File: config.mk
export PLATFORM = sky130hd
export DESIGN_NAME = u2_ctrl_top
export DESIGN_NICKNAME = d
export VERILOG_FILES = /design/src/core_pkg.sv /design/src/ctrl_word_engine.sv /design/src/misc_settings.sv /design/src/settings_arbiter.sv /design/src/u2_ctrl_top.sv /design/src/vita_time_counter.sv
export SDC_FILE = /design/constraint.sdc
export NUM_CORES = 1
export LEC_CHECK = 0
export BUFFER_PORTS_ARGS = -buffer_cell sky130_fd_sc_hd__buf_2
export CAP_MARGIN = 5
export CORE_MARGIN = 4
export CORE_UTILIZATION = 59
export DETAILED_ROUTE_END_ITERATION = 7
export PLACE_DENSITY = 0.77
export SLEW_MARGIN = 5
export SYNTH_ARGS = -nofsm -noshare
export SYNTH_HDL_FRONTEND = slang
export SYNTH_HIERARCHICAL = 1
export SYNTH_SLANG_ARGS = --single-unit
File: constraint.sdc
create_clock -name dsp_clk -period 3.4 [get_ports dsp_clk]
set_clock_uncertainty 0.05 [all_clocks]
set_input_delay 0.34 -clock dsp_clk [delete_from_list [all_inputs] [get_ports dsp_clk]]
set_output_delay 0.34 -clock dsp_clk [all_outputs]
set_load 0.01 [all_outputs]
File: src/core_pkg.sv
// Settings bus widths, register map, readback indices, compat number, control word type
package core_pkg;

   ////////////////////////////////////////////////////////////////////////////
   // Settings bus
   ////////////////////////////////////////////////////////////////////////////

   localparam int SET_AW = 8;
   localparam int SET_DW = 32;

   // Misc register block, offsets 0 and 5 left unused
   localparam logic [SET_AW-1:0] SR_MISC    = 8'd0;
   localparam logic [SET_AW-1:0] OFS_SERDES = 8'd1;
   localparam logic [SET_AW-1:0] OFS_ADC    = 8'd2;
   localparam logic [SET_AW-1:0] OFS_LED_SW = 8'd3;
   localparam logic [SET_AW-1:0] OFS_PHY    = 8'd4;
   localparam logic [SET_AW-1:0] OFS_LED_SRC = 8'd6;

   // Time block
   localparam logic [SET_AW-1:0] SR_TIME64   = 8'd10;
   localparam logic [SET_AW-1:0] OFS_TIME_HI = 8'd0;
   localparam logic [SET_AW-1:0] OFS_TIME_LO = 8'd1;

   // LEDs 1 to 4 start under hardware control
   localparam logic [7:0] LED_RESET_SRC = 8'h1E;

   ////////////////////////////////////////////////////////////////////////////
   // Readback
   ////////////////////////////////////////////////////////////////////////////

   // Major in the upper half, minor in the lower half
   localparam logic [SET_DW-1:0] COMPAT_NUM = {16'd10, 16'd0};

   localparam logic [3:0] RB_TIME_HI = 4'd10;
   localparam logic [3:0] RB_TIME_LO = 4'd11;
   localparam logic [3:0] RB_COMPAT  = 4'd12;
   localparam logic [3:0] RB_STATUS  = 4'd13;

   // Control stream word, seen as a command header or as write payload
   typedef union packed {
      struct packed {
         logic       is_read;
         logic [6:0] rsvd_hi;
         logic [7:0] seq;
         logic [7:0] rsvd_lo;
         logic [7:0] addr;
      } hdr;
      logic [31:0] payload;
   } ctl_word_u;

endpackage

File: src/ctrl_word_engine.sv
// Control word engine: two-word write commands, readback requests, response pulse
`timescale 1ns/1ps

module ctrl_word_engine (
   input  logic                       dsp_clk,
   input  logic                       por_rst,
   input  core_pkg::ctl_word_u        ctl_word_i,
   input  logic                       ctl_valid_i,
   input  logic [63:0]                vita_time_i,
   input  logic [3:0]                 status_i,
   output logic                       ctl_ready_o,
   output logic                       eng_req_o,
   output logic [core_pkg::SET_AW-1:0] eng_addr_o,
   output logic [core_pkg::SET_DW-1:0] eng_data_o,
   output logic                       rsp_valid_o,
   output logic [7:0]                 rsp_seq_o,
   output logic [core_pkg::SET_DW-1:0] rsp_data_o
);
   import core_pkg::*;

   localparam logic ST_HDR = 1'b0;
   localparam logic ST_PAY = 1'b1;

   logic              state;
   logic              pay_gap;
   logic              hdr_fire;
   logic [SET_AW-1:0] wr_addr;
   logic [3:0]        rb_idx;
   logic [SET_DW-1:0] rb_word;

   // One idle cycle after each payload keeps engine requests apart
   assign ctl_ready_o = ~pay_gap;

   assign hdr_fire = ctl_valid_i & ctl_ready_o & (state == ST_HDR);

   // Write goes to the arbiter in the same cycle the payload transfers
   assign eng_req_o  = ctl_valid_i & ctl_ready_o & (state == ST_PAY);
   assign eng_addr_o = wr_addr;
   assign eng_data_o = ctl_word_i.payload;

   ////////////////////////////////////////////////////////////////////////////
   // Readback table
   ////////////////////////////////////////////////////////////////////////////

   assign rb_idx = ctl_word_i.hdr.addr[3:0];

   always_comb begin
      case (rb_idx)
         RB_TIME_HI: rb_word = vita_time_i[63:32];
         RB_TIME_LO: rb_word = vita_time_i[31:0];
         RB_COMPAT:  rb_word = COMPAT_NUM;
         RB_STATUS:  rb_word = {18'b0, status_i, 10'b0};
         default:    rb_word = '1;
      endcase
   end

   ////////////////////////////////////////////////////////////////////////////
   // Command parser
   ////////////////////////////////////////////////////////////////////////////

   always_ff @(posedge dsp_clk) begin
      if (por_rst) begin
         state       <= ST_HDR;
         pay_gap     <= 1'b0;
         rsp_valid_o <= 1'b0;
      end else begin
         pay_gap     <= eng_req_o;
         rsp_valid_o <= hdr_fire & ctl_word_i.hdr.is_read;
         if (hdr_fire && !ctl_word_i.hdr.is_read)
            state <= ST_PAY;
         else if (eng_req_o)
            state <= ST_HDR;
      end
   end

   always_ff @(posedge dsp_clk) begin
      if (hdr_fire) begin
         wr_addr    <= ctl_word_i.hdr.addr;
         rsp_seq_o  <= ctl_word_i.hdr.seq;
         rsp_data_o <= rb_word;
      end
   end

endmodule

File: src/misc_settings.sv
// Misc setting registers, LED source mixer, PHY reset output
`timescale 1ns/1ps

module misc_settings #(
   parameter logic [core_pkg::SET_AW-1:0] BASE = core_pkg::SR_MISC
) (
   input  logic                       dsp_clk,
   input  logic                       por_rst,
   input  logic                       set_stb_i,
   input  logic [core_pkg::SET_AW-1:0] set_addr_i,
   input  logic [core_pkg::SET_DW-1:0] set_data_i,
   input  logic                       run_tx_i,
   input  logic                       run_rx_i,
   input  logic                       clk_status_i,
   input  logic                       link_good_i,
   output logic [7:0]                 leds_o,
   output logic [3:0]                 serdes_ctl_o,
   output logic [3:0]                 adc_ctl_o,
   output logic                       phy_resetn_o
);
   import core_pkg::*;

   localparam logic [SET_AW-1:0] A_SERDES  = BASE + OFS_SERDES;
   localparam logic [SET_AW-1:0] A_ADC     = BASE + OFS_ADC;
   localparam logic [SET_AW-1:0] A_LED_SW  = BASE + OFS_LED_SW;
   localparam logic [SET_AW-1:0] A_PHY     = BASE + OFS_PHY;
   localparam logic [SET_AW-1:0] A_LED_SRC = BASE + OFS_LED_SRC;

   logic [7:0] led_sw;
   logic [7:0] led_src;
   logic [7:0] led_hw;
   logic       phy_reset;

   ////////////////////////////////////////////////////////////////////////////
   // Address matched registers
   ////////////////////////////////////////////////////////////////////////////

   always_ff @(posedge dsp_clk) begin
      if (por_rst) begin
         serdes_ctl_o <= '0;
         adc_ctl_o    <= '0;
         led_sw       <= '0;
         phy_reset    <= 1'b0;
         led_src      <= LED_RESET_SRC;
      end else if (set_stb_i) begin
         case (set_addr_i)
            A_SERDES:  serdes_ctl_o <= set_data_i[3:0];
            A_ADC:     adc_ctl_o    <= set_data_i[3:0];
            A_LED_SW:  led_sw       <= set_data_i[7:0];
            A_PHY:     phy_reset    <= set_data_i[0];
            A_LED_SRC: led_src      <= set_data_i[7:0];
            default:   ;
         endcase
      end
   end

   // PHY reset pin is active low
   assign phy_resetn_o = ~phy_reset;

   ////////////////////////////////////////////////////////////////////////////
   // LEDs
   ////////////////////////////////////////////////////////////////////////////

   // Hardware status word, bit 0 has no source
   assign led_hw = {3'b000, run_tx_i, run_rx_i, clk_status_i, link_good_i, 1'b0};

   // Per bit select, 1 takes hardware and 0 takes software
   assign leds_o = (led_src & led_hw) | (~led_src & led_sw);

endmodule

File: src/settings_arbiter.sv
// Priority arbiter for the shared settings bus with a one-entry host hold
`timescale 1ns/1ps

module settings_arbiter (
   input  logic                       dsp_clk,
   input  logic                       por_rst,
   input  logic                       eng_req_i,
   input  logic [core_pkg::SET_AW-1:0] eng_addr_i,
   input  logic [core_pkg::SET_DW-1:0] eng_data_i,
   input  logic                       host_stb_i,
   input  logic [core_pkg::SET_AW-1:0] host_addr_i,
   input  logic [core_pkg::SET_DW-1:0] host_data_i,
   output logic                       host_blocked_o,
   output logic                       set_stb_o,
   output logic [core_pkg::SET_AW-1:0] set_addr_o,
   output logic [core_pkg::SET_DW-1:0] set_data_o
);
   import core_pkg::*;

   logic              hold_vld;
   logic [SET_AW-1:0] hold_addr;
   logic [SET_DW-1:0] hold_data;
   logic              host_pend;
   logic [SET_AW-1:0] host_addr;
   logic [SET_DW-1:0] host_data;

   // A held write always goes before any new host strobe
   assign host_pend = host_stb_i | hold_vld;
   assign host_addr = hold_vld ? hold_addr : host_addr_i;
   assign host_data = hold_vld ? hold_data : host_data_i;

   assign host_blocked_o = hold_vld;

   always_ff @(posedge dsp_clk) begin
      if (por_rst) begin
         set_stb_o <= 1'b0;
         hold_vld  <= 1'b0;
      end else begin
         set_stb_o <= eng_req_i | host_pend;
         // Engine has priority, host waits one cycle
         hold_vld  <= eng_req_i & host_pend;
      end
   end

   // Bus payload and hold contents
   always_ff @(posedge dsp_clk) begin
      if (eng_req_i) begin
         set_addr_o <= eng_addr_i;
         set_data_o <= eng_data_i;
         hold_addr  <= host_addr;
         hold_data  <= host_data;
      end else begin
         set_addr_o <= host_addr;
         set_data_o <= host_data;
      end
   end

endmodule

File: src/u2_ctrl_top.sv
// Top level of the settings bus core: arbiter, control engine, misc registers, time counter
`timescale 1ns/1ps

module u2_ctrl_top #(
   parameter logic [core_pkg::SET_AW-1:0] MISC_BASE = core_pkg::SR_MISC,
   parameter logic [core_pkg::SET_AW-1:0] TIME_BASE = core_pkg::SR_TIME64
) (
   input  logic                       dsp_clk,
   input  logic                       por_rst,
   // Host write port
   input  logic                       host_stb_i,
   input  logic [core_pkg::SET_AW-1:0] host_addr_i,
   input  logic [core_pkg::SET_DW-1:0] host_data_i,
   output logic                       host_blocked_o,
   // Control stream and response
   input  core_pkg::ctl_word_u        ctl_word_i,
   input  logic                       ctl_valid_i,
   output logic                       ctl_ready_o,
   output logic                       rsp_valid_o,
   output logic [7:0]                 rsp_seq_o,
   output logic [core_pkg::SET_DW-1:0] rsp_data_o,
   // Status inputs
   input  logic                       run_tx_i,
   input  logic                       run_rx_i,
   input  logic                       clk_status_i,
   input  logic                       link_good_i,
   input  logic                       button_i,
   // Control outputs
   output logic [7:0]                 leds_o,
   output logic [3:0]                 serdes_ctl_o,
   output logic [3:0]                 adc_ctl_o,
   output logic                       phy_resetn_o
);
   import core_pkg::*;

   logic              eng_req;
   logic [SET_AW-1:0] eng_addr;
   logic [SET_DW-1:0] eng_data;
   logic              set_stb;
   logic [SET_AW-1:0] set_addr;
   logic [SET_DW-1:0] set_data;
   logic [63:0]       vita_time;
   logic [3:0]        status;

   assign status = {button_i, clk_status_i, link_good_i, 1'b0};

   ////////////////////////////////////////////////////////////////////////////
   // Bus masters
   ////////////////////////////////////////////////////////////////////////////

   ctrl_word_engine ctrl_word_engine (
      .dsp_clk(dsp_clk), .por_rst(por_rst),
      .ctl_word_i(ctl_word_i), .ctl_valid_i(ctl_valid_i), .ctl_ready_o(ctl_ready_o),
      .vita_time_i(vita_time), .status_i(status),
      .eng_req_o(eng_req), .eng_addr_o(eng_addr), .eng_data_o(eng_data),
      .rsp_valid_o(rsp_valid_o), .rsp_seq_o(rsp_seq_o), .rsp_data_o(rsp_data_o));

   settings_arbiter settings_arbiter (
      .dsp_clk(dsp_clk), .por_rst(por_rst),
      .eng_req_i(eng_req), .eng_addr_i(eng_addr), .eng_data_i(eng_data),
      .host_stb_i(host_stb_i), .host_addr_i(host_addr_i), .host_data_i(host_data_i),
      .host_blocked_o(host_blocked_o),
      .set_stb_o(set_stb), .set_addr_o(set_addr), .set_data_o(set_data));

   ////////////////////////////////////////////////////////////////////////////
   // Bus slaves
   ////////////////////////////////////////////////////////////////////////////

   misc_settings #(.BASE(MISC_BASE)) misc_settings (
      .dsp_clk(dsp_clk), .por_rst(por_rst),
      .set_stb_i(set_stb), .set_addr_i(set_addr), .set_data_i(set_data),
      .run_tx_i(run_tx_i), .run_rx_i(run_rx_i),
      .clk_status_i(clk_status_i), .link_good_i(link_good_i),
      .leds_o(leds_o), .serdes_ctl_o(serdes_ctl_o), .adc_ctl_o(adc_ctl_o),
      .phy_resetn_o(phy_resetn_o));

   vita_time_counter #(.BASE(TIME_BASE)) vita_time_counter (
      .dsp_clk(dsp_clk), .por_rst(por_rst),
      .set_stb_i(set_stb), .set_addr_i(set_addr), .set_data_i(set_data),
      .vita_time_o(vita_time));

endmodule

File: src/vita_time_counter.sv
// Free running 64-bit time counter with a settable value
`timescale 1ns/1ps

module vita_time_counter #(
   parameter logic [core_pkg::SET_AW-1:0] BASE = core_pkg::SR_TIME64
) (
   input  logic                       dsp_clk,
   input  logic                       por_rst,
   input  logic                       set_stb_i,
   input  logic [core_pkg::SET_AW-1:0] set_addr_i,
   input  logic [core_pkg::SET_DW-1:0] set_data_i,
   output logic [63:0]                vita_time_o
);
   import core_pkg::*;

   localparam logic [SET_AW-1:0] A_HI = BASE + OFS_TIME_HI;
   localparam logic [SET_AW-1:0] A_LO = BASE + OFS_TIME_LO;

   logic [31:0] pending_hi;
   logic        load_time;

   assign load_time = set_stb_i && (set_addr_i == A_LO);

   // High word waits here until the low word arrives
   always_ff @(posedge dsp_clk) begin
      if (por_rst)
         pending_hi <= '0;
      else if (set_stb_i && (set_addr_i == A_HI))
         pending_hi <= set_data_i;
   end

   // Load replaces the increment for that cycle
   always_ff @(posedge dsp_clk) begin
      if (por_rst)
         vita_time_o <= '0;
      else if (load_time)
         vita_time_o <= {pending_hi, set_data_i};
      else
         vita_time_o <= vita_time_o + 64'd1;
   end

endmodule
; Yosys cells after proc, flatten, opt, wreduce, memory -nomap -nowiden
; Cells that the tools add are included.
; W data, S select, Z words.
[word_totals]
register_bits = 254
latchBits = 0
mem_bits_rw = 0
mem_bits_ro = 0
in_bits = 81
n_memories = 0
[op_classes]
addsub = 1
multipliers = 0
div = 0
n_lt_le_gt_ge = 0
eq_ne = 11
shift = 0
n_mux = 8
bitwise_logic = 14
reduce_logical = 10
[ops]
columns = op, n
row1 = $pmux W32 S4, 1
row2 = $add A64 B1 Y64 const B, 1
row3 = $mux W32, 2
row4 = $mux W64, 1
row5 = $eq A4 B4 Y1 const B, 4
row6 = $eq A8 B2 Y1 const B, 2
row7 = $eq A8 B3 Y1 const B, 2
row8 = $eq A8 B4 Y1 const B, 2
row9 = $mux W8, 2
row10 = $reduce_and A2 Y1, 5
row11 = $and A8 B5 Y8, 1
row12 = $and A8 B8 Y8, 1
row13 = $eq A8 B1 Y1 const B, 1
row14 = $not A8 Y8, 1
row15 = $or A8 B8 Y8, 1
row16 = $and A1 B1 Y1, 5
row17 = $logic_and A1 B1 Y1, 3
row18 = $not A1 Y1, 3
row19 = $mux W1, 2
row20 = $or A1 B1 Y1, 2
row21 = $reduce_bool A2 Y1, 1
row22 = $logic_not A1 Y1, 1

; Depth between registers and ports, before layout
; Gate-level depths: netlist of run 1.
[depth]
depth_word = 5
ltp_mapped = 7

; Hierarchy
; The synthesis of run 1 kept the hierarchy.
[by_module_without_submodules]
columns = module, instances, cells_per_inst, area_each_um2, seq_area_each_um2
row1 = vita_time_counter, 1, 621, 4953.5, 1921.8
row2 = settings_arbiter, 1, 176, 3215.6, 2042.0
row3 = ctrl_word_engine, 1, 212, 2710.1, 1501.4
row4 = misc_settings, 1, 109, 1181.1, 500.5
row5 = u2_ctrl_top, 1, 1, 3.8, 0.0

; Worst setup path before layout of run 1
; OpenSTA, ideal clock, no wires.
[synth_path]
path_kind = flip-flop to flip-flop
startpoint = register ctrl_word_engine.pay_gap
endpoint = register ctrl_word_engine.wr_addr[0] (netlist: ctrl_word_engine/eng_addr_o[0]) (enable)
setup_ps = 453
arrival_time_ps = 2490
slack_ps = 407
stages_incl_launch_ff = 4
path_buffers = 0
synth_period_minus_slack_ps = 2993
path_cell_list = dfxtp_1 > inv_1 > nand2_1 > nor2_1
[synth_between]
elab_chain_len = 3
[synth_lines]
columns = element, line_no
row1 = "start, declared", ctrl_word_engine.sv:25  ; logic pay_gap;
row2 = "start signal, assigned", ctrl_word_engine.sv:67  ; pay_gap <= eng_req_o;
row3 = $not A1 Y1, ctrl_word_engine.sv:32  ; assign ctl_ready_o = ~pay_gap;
row4 = net ctl_ready_o, u2_ctrl_top.sv:18  ; output logic ctl_ready_o,
row5 = $and A1 B1 Y1 (2 in a row), ctrl_word_engine.sv:34  ; assign hdr_fire = ctl_valid_i & ctl_ready_o & (state == ST_HDR);
row6 = net ctrl_word_engine.hdr_fire, ctrl_word_engine.sv:26  ; logic hdr_fire;
row7 = "end signal, assigned", ctrl_word_engine.sv:78  ; wr_addr <= ctl_word_i.hdr.addr;
row8 = "end, declared", ctrl_word_engine.sv:27  ; logic [SET_AW-1:0] wr_addr;
; The timed path passes the listed nets, and every way through them passes these cells.
; A chain may end at the register's enable or synchronous reset.

; Worst setup path after layout of run 1
[layout_path]
startpoint = register vita_time_counter.vita_time_o[0]
endpoint = register vita_time_counter.vita_time_o[44]
[layout_between]
elab_chain_len = 2
[layout_lines]
columns = element, line_no
row1 = "start, declared", vita_time_counter.sv:12  ; output logic [63:0] vita_time_o
row2 = "start signal, assigned", vita_time_counter.sv:37  ; vita_time_o <= {pending_hi, set_data_i};
row3 = "start signal, assigned", vita_time_counter.sv:39  ; vita_time_o <= vita_time_o + 64'd1;
row4 = $add A64 B1 Y64, vita_time_counter.sv:39
row5 = $mux W64, vita_time_counter.sv:36  ; else if (load_time)
; No other way between the ends.

==> results.md, run 1 <==
- Averaged over all synthesized cells, the footprint is 10.8 um2.
- Counting tap cells, the placed design contains a total of 1446 instances.
- The worst pin sits at a relative slew slack of 0.310.
- The shortest period the worst path allows is 2860 ps.
- Entering global routing, the biggest net connects 106 pins.
- The top achievable clock speed is 0.350 GHz.
- Counting the buffers created by CTS gives 26.
- After clock tree synthesis, the clock-pin slew on the worst setup and hold paths is 60 ps.
- The library cell used most frequently in the layout, excluding fill and tap cells, is sky130_fd_sc_hd__dfxtp_1.
- The first routing iteration left 1048 violations.
- The commonest register cell after synthesis is sky130_fd_sc_hd__dfxtp_1.
- The clock network fraction of total power is 0.424.
- The number of enable-type register cells in the synthesized netlist is 88.
- The largest voltage drop on the vdd net is 0.000340 V.
- The finished layout holds 1514 standard cells, fillers aside.
- The number of synthesized register bits is 254.
- The fraction of power spent switching nets is 0.221.
- The proportion of synthesized flip-flops having asynchronous set or reset is 0.
- The first global-routing pass estimated 45700 um of wire.
- The quantity of gates resized following cts is 0.
- The number of primary I/O pins is 141.
- The layout-stage area growth over the synthesis result is 13.3%.
- The first TritonRoute pass finished after 5 iterations.
- Fill cells in the final layout number 1575.
- The cell count after synthesis came out at 1119.
- For the worst setup path, the data required time is 3760 ps.
- The total length of routed met2 wires is 12500 um.
- The clock latency at the later pin of the worst-skew pair is 530 ps.
- For the final routed database, the setup TNS stands at 0 ps.
- The number of port buffers is 140.
- The hold violation total from the final report is 0.
- The floorplan has 52 rows.
- The sort of element at the start of the critical path is a flip-flop.
- The sum of routed wire segments on met1 is 13400 um.
- Counting every net in the synthesized netlist gives 1201.
- The fraction of layout instances using a drive strength above 1 is 0.265.
- The initial antenna violation count is 1.
- The total setup violations reported at the end of the flow is 0.
- For the pin with the worst max-slew slack, the measured transition is 1030 ps.
- The via count is 9114.
- The share of synthesized area occupied by flip-flops and latches is 0.495.
- Wire segments on met3 add up to 3150 um in the final route.
- In the final routed layout, each cell accounts on average for 19.6 um.
- The flow ran to the end, and the final reports show no timing, DRC or antenna violations.
- The share of total power dissipated in combinational logic is 0.064.
- The width of the die is 151 um.
- The static leakage is 4.94 nW.
- In this run the worst hold path is classified as in -> reg.
- The total global-route track usage is 0.254.
- In this run the remaining antenna-violating nets after routing total 0.
- Of the available clock period, the critical path in the final layout requires 0.840.
- The net total in the final layout is 1306.
- Along the worst path, the maximum fanout reaches 11.
- In this run the number of H-tree levels came out at 1.
- Data on the critical path arrives at its endpoint at 3220 ps.
- Summed over all layers, the routed wires come to 29600 um.
- The number of global-route vias before repair is 8209.
- The routed via count divided by cell count is 6.02.
- At the end of routability-driven placement, the weighted congestion stood at 0.980.
- For this design, the sink count on the clock tree is 254.
- TritonCTS built the clock tree.
- The top layer reached by signal wires is met5.
- The max-slew violation count is 0.
- No sink is reached through more buffers than the 3 on the longest clock path.
- Power comes to 6.47 mW.
- The top cell types in the final layout, fill and taps aside, are 165 x sky130_fd_sc_hd__dfxtp_1, 139 x sky130_fd_sc_hd__buf_2, 95 x sky130_fd_sc_hd__nand2_1.
- The synthesized netlist contains 67 unique library cells.
- The initial standard-cell utilization of the core is 0.598.
- The tightest hold path in the finished design has a slack of 10.2 ps.
- Global routing finished with a remaining overflow of 0.
- The summed instance area of the synthesized netlist is 12100 um2.
- The critical path class is reg -> reg.
- The region available for standard cell placement spans 20200 um2.
- In this run the power spent charging and discharging nets is 1.43 mW.
- The cell sitting at the root of the clock tree is a sky130_fd_sc_hd__clkbuf_16.
- The power density normalized to cell area is 473 nW/um2.
- 0 antenna diodes ended up in the layout.
- In this run the vertical extent of the chip is 151 um.
- The cell-internal power is 5.04 mW.
- Setup repair after global routing left no endpoint under its margin.
- The max-cap check violation count is 0.
- The register share of total power is 0.512.
- The kind of end point of the critical path is a flip-flop.
- The final routed DRC violation total is 0.
- The floorplan step defined a die boundary enclosing 22800 um2.
- Detailed placement ended at an HPWL of 20200 um.
- The Yosys step of the flow raised 6 warnings.
power by group through the flow:
| stage | Combinational, mW | Sequential [mW] | Clock, mW |
|---|---|---|---|
| after global routing | 0.452 | 3.32 | 2.91 |
| after global placement | 0.388 | 3.38 | 0 |
| after CTS | 0.413 | 3.32 | 2.77 |
| after floorplan | 0.273 | 3.37 | 0 |
| after detailed placement | 0.393 | 3.38 | 0 |
| final | 0.414 | 3.32 | 2.74 |
cell families (layout without fill, tap and decap cells):
kind of cell / Yosys count / after routing / share of synthesized area
AND/OR/NAND/NOR: 421 / 421 / 0.196
flip-flops: 254 / 254 / 0.495
AO/OA/AOI/OAI: 189 / 189 / 0.116
multiplexers: 114 / 114 / 0.115
buffers and inverters: 109 / 234 / 0.0553
XOR/XNOR: 30 / 30 / 0.0218
adder cells (fa/ha/maj): 1 / 1 / 0.00104
other: 1 / 1 / 0.000311
cell usage after synthesis, types with 30 or more instances:
master | n | area, um2
sky130_fd_sc_hd__a211oi_1 | 34 | 255
sky130_fd_sc_hd__a21oi_1 | 37 | 185
sky130_fd_sc_hd__buf_4 | 33 | 248
sky130_fd_sc_hd__clkbuf_1 | 43 | 161
sky130_fd_sc_hd__dfxtp_1 | 166 | 3320
sky130_fd_sc_hd__edfxtp_1 | 88 | 2640
sky130_fd_sc_hd__mux2_2 | 46 | 518
sky130_fd_sc_hd__mux2_4 | 38 | 571
sky130_fd_sc_hd__mux2i_1 | 30 | 300
sky130_fd_sc_hd__nand2_1 | 95 | 357
sky130_fd_sc_hd__nand3_1 | 32 | 160
sky130_fd_sc_hd__nor2_1 | 90 | 338
final timing paths:
| path | from | to | slack [ps] | depth (start not counted) |
|---|---|---|---|---|
| max | vita_time_counter/vita_time_o[0]$_SDFF_PP0_ | vita_time_counter/vita_time_o[44]$_SDFF_PP0_ | 540 | 6 |
| max reg2reg | vita_time_counter/vita_time_o[0]$_SDFF_PP0_ | vita_time_counter/vita_time_o[44]$_SDFF_PP0_ | 540 | 6 |
| min | ctl_word_i[25] | settings_arbiter/set_data_o[25]$_DFF_P_ | 10 | 2 |
| min reg2reg | settings_arbiter/set_data_o[11]$_DFF_P_ | vita_time_counter/pending_hi[11]$_SDFFE_PP0P_ | 410 | 2 |
cell type report:
class,count,area (um2),share of cell area
Inverter,10,37.5,0.00275
Sequential cell,254,5970,0.437
Timing Repair Buffer,176,1050,0.0767
Clock inverter,10,75.1,0.00549
Multi-Input combinational cell,756,5460,0.399
Clock buffer,38,747,0.0546
Tap cell,270,338,0.0247
stage by stage:
stage,util,cell area (um2),setup WS (ps)
global route,0.678,13700,332
CTS,0.678,13700,609
global placement,0.627,12600,779
finish,0.678,13700,544
detailed placement,0.627,12600,643
floorplan,-,12100,407
critical path, cell delays in order (launching register included):
cell                       delay, ps
sky130_fd_sc_hd__dfxtp_1         410
sky130_fd_sc_hd__ha_1            220
sky130_fd_sc_hd__nand3_1         280
sky130_fd_sc_hd__nor4_4          560
sky130_fd_sc_hd__nand4_1         440
sky130_fd_sc_hd__or3_1           480
sky130_fd_sc_hd__a311oi_1        300
registers in the layout, indices dropped and copies added, names as in the netlist, 4 cells and up:
signal / cells
misc_settings/adc_ctl_o: 4
vita_time_counter/pending_hi: 32
misc_settings/led_sw: 8
ctrl_word_engine/rsp_seq_o: 8
settings_arbiter/hold_addr: 8
settings_arbiter/hold_data: 32
misc_settings/led_src: 8
misc_settings/serdes_ctl_o: 4
vita_time_counter/vita_time_o: 64
ctrl_word_engine/eng_addr_o: 8
settings_arbiter/set_data_o: 32
settings_arbiter/set_addr_o: 8
ctrl_word_engine/rsp_data_o: 32
per-layer routing:
layer  GRT usage  vias to the layer above
met3      0.0557                       48
met2       0.354                      454
met4      0.0530                        2
met1       0.403                     4306
met5           0                        -
li1            -                     4304
repair_timing:
item,4_1_cts,5_1_grt
endpoints found under the hold margin,21,0
endpoints found under the setup margin,0,0
hold buffers,20,0
setup buffers,0,0
No activity file was read; power rests on OpenSTA's default activity.
==> run 2, diff against run 1 <==
--- a/config.mk
+++ b/config.mk
@@ -8,9 +8,9 @@
 export BUFFER_PORTS_ARGS = -buffer_cell sky130_fd_sc_hd__buf_2
 export CAP_MARGIN = 5
 export CORE_MARGIN = 4
-export CORE_UTILIZATION = 59
+export CORE_UTILIZATION = 53
 export DETAILED_ROUTE_END_ITERATION = 7
-export PLACE_DENSITY = 0.77
+export PLACE_DENSITY = 0.72
 export SLEW_MARGIN = 5
 export SYNTH_ARGS = -nofsm -noshare
 export SYNTH_HDL_FRONTEND = slang
==> constraint.sdc (replaced) <==
create_clock -name dsp_clk -period 2.6 [get_ports dsp_clk]
set_clock_uncertainty 0.05 [all_clocks]
set_input_delay 0.26 -clock dsp_clk [delete_from_list [all_inputs] [get_ports dsp_clk]]
set_output_delay 0.26 -clock dsp_clk [all_outputs]
set_load 0.01 [all_outputs]
==> run 2 against run 1 <==
Against the previous run: non-clock buffer count rose by 73; largest power group unchanged; first-iteration DRC count fell by 7.6%; design area rose by 6.4%; via count rose by 2.9%; total power rose by 38%; combinational power rose by 53%; final cell count rose by 5.6%; largest cell class unchanged; die area rose by 11%.
==> results.md, run 2 (synthesis gave the netlist of run 1 again) <==
- The largest net degree at the start of global routing is 78.
- Dividing the detail-routed via count by the number of cells gives 5.87.
- The cell family contributing the most delay on the critical path is simple AND/OR/NAND/NOR gates.
- The sum of routed wire segments on met1 is 14700 um.
- In this run the core area contains 54 standard-cell rows.
- The total length of routed met3 wires is 3010 um.
- The die footprint is 25200 um2.
- The placed instance count is 1479.
- The number of buffers and inverters on the critical path is 1.
- The flip-flop count of the largest register, all copies and words added is 64.
- Relative to the synthesized area, the layout overhead comes to 20.5%.
- Setup repair after global routing left no endpoint under its margin.
- The data required time of the worst path is 3000 ps.
- The critical path class is reg -> reg.
- For this block, the routed nets add up to 32400 um of wire.
- After routing the design area is 14500 um2.
- The clock net in this run drives a total of 254 sinks.
- The number of DRC markers after the initial detailed-route iteration is 968.
- The hold violation total from the final report was 0.
- Measured along the y axis, the die boundary spans 159 um.
- Leaving out fill and tap cells, the most frequent cells in the layout are 165 x sky130_fd_sc_hd__dfxtp_1, 139 x sky130_fd_sc_hd__buf_2, 95 x sky130_fd_sc_hd__nand2_1.
- Based on the critical path, the design can be clocked at up to 0.407 GHz.
- The first global-routing pass estimated 51000 um of wire.
- In this run the worst hold path is classified as in -> reg.
- Clock-pin slew was measured on the worst setup and hold paths at 60 ps.
- The global route total overflow is 0.
- The number of detailed-route iterations in the first pass is 5.
- CTS built an H-tree with a depth of 1.
- In the final routed layout, each cell accounts on average for 20.3 um.
- The antenna diode instance count is 0.
- VDD sags by at most 0.000555 V.
- In this run the standard cell core region covers 22100 um2.
- In the final design database the tool counted 1380 nets.
- The signal on the critical path passes through ha_1, nand3_1, nor4_4, buf_4, nand4_2, or4b_1, a311oi_2.
- The biggest fanout along the worst timing path is 6.
- Clock tree synthesis inserted a total of 27 buffers.
- TritonCTS built the clock tree.
- For the worst setup path, the data arrival time is 2860 ps.
- Across all setup checks in the final design, the least slack found is 144 ps.
- Summing over every cut layer, the via total after detailed routing is 9379.
- 141 I/O pins were placed.
- The number of nets still failing antenna checks after routing is 0.
- The kind of end point of the critical path is a flip-flop.
- The number of port buffers is 140.
- In the final layout, the share of cells above drive strength 1 is 0.273.
- The transition time at the pin with the least slew margin is 773 ps.
- The tree is rooted in a sky130_fd_sc_hd__clkbuf_16.
- The initial antenna violation count came to 0.
- The estimated wirelength of the detail-placed design is 22100 um.
- The leading cell type in the layout, fill and taps excluded is sky130_fd_sc_hd__dfxtp_1.
- The non-filler instance count after layout is 1599.
- At the placement stage, the worst setup path has a slack of 204 ps.
- On the worst path, the slowest cell contributes a delay of 530 ps.
- The highest layer touched by signal routing is met4.
- The routed design could run at a clock period as short as 2460 ps.
- The run finished with clean final reports.
- The total length of routed met2 wires is 14000 um.
- The fill cell instance count of the final layout is 1697.
- For this run, design rule violations remaining after detail routing come to 0.
- The worst hold slack after final layout is 76.8 ps.
- Ranked by flip-flop count, first place goes to vita_time_counter/vita_time_o.
- In the global route stage, overall resource usage came out at 0.248.
- No sink is reached through more buffers than the 3 on the longest clock path.
- The max-slew violation count was 0.
- At the end of routability-driven placement, the weighted congestion stood at 0.990.
- Power spread over the standard cell area amounts to 616 nW/um2.
- The total placed instance area is 12900 um2.
- For the final routed database, the setup TNS stands at 0 ps.
- The largest individual stage delay along the critical path comes from the cell sky130_fd_sc_hd__or4b_1.
- The static leakage is 5.34 nW.
- In this run the horizontal extent of the chip is 159 um.
- For this configuration, the core starts out at a cell density of 0.546.
- Post-CTS timing repair inserted 0 buffers for setup.
- The worst pin sits at a relative slew slack of 0.485.
- The later pin in the worst-skew pair is clocked with a latency of 550 ps.
- The portion of the clock cycle consumed by the worst path in the final layout is 0.945.
- The tool flagged a number of max-cap violations equal to 0.
- The number of global-route vias before repair came to 8971.
- Setup violations remaining at the end of the flow were counted as 0.
- The sort of element at the start of the critical path is a flip-flop.
run 2: changes by cell type in the layout (fill, tap and decap cells not counted), sizes merged:
cell,previous run,this run
inv,10,11
clkinvlp,2,3
bufinv,1,2
buf,156,179
dlygate4sd3,20,70
clkbuf,38,39
clkinv,7,5
run 2: layout make-up:
class	count	area, um2	area share
Clock inverter	11	125	0.00860
Inverter	10	37.5	0.00258
Clock buffer	39	815	0.0560
Multi-Input combinational cell	756	5460	0.376
Timing Repair Buffer	249	1780	0.123
Sequential cell	254	5970	0.410
Tap cell	280	350	0.0241
run 2: where the power goes:
part | internal, mW | switching [mW] | total, mW
combinational | 0.321 | 0.311 | 0.632
sequential | 4.25 | 0.0842 | 4.33
clock | 2.39 | 1.61 | 3.99
run 2: metal layers:
metal	track usage	vias up
met1	0.374	4479
met3	0.0490	47
met2	0.373	396
li1	-	4457
met5	0	-
met4	0.0540	0
run 2: metrics by stage:
step	power (mW)	utilization
6_report	8.96	0.658
5_1_grt	9.25	0.658
4_1_cts	9.00	0.658
3_5_place_dp	4.96	0.584
3_3_place_gp	4.95	0.584
2_1_floorplan	4.77	-
run 2: what timing repair did:
action,CTS,global route
endpoints found under the hold margin,83,0
endpoints found under the setup margin,0,1
hold buffers,70,0
resized for setup,0,1
run 2: path summary, 6_finish.rpt:
| path | start | endpoint | slack [ps] | cells after the start |
|---|---|---|---|---|
| setup / recovery | vita_time_counter/vita_time_o[0]$_SDFF_PP0_ | vita_time_counter/vita_time_o[54]$_SDFF_PP0_ | 140 | 7 |
| hold / removal | ctl_word_i[1] | ctrl_word_engine/eng_addr_o[1]$_DFFE_PP_ | 80 | 1 |
| hold reg to reg | vita_time_counter/pending_hi[28]$_SDFFE_PP0P_ | vita_time_counter/pending_hi[28]$_SDFFE_PP0P_ | 400 | 2 |
| setup reg to reg | vita_time_counter/vita_time_o[0]$_SDFF_PP0_ | vita_time_counter/vita_time_o[54]$_SDFF_PP0_ | 140 | 7 |
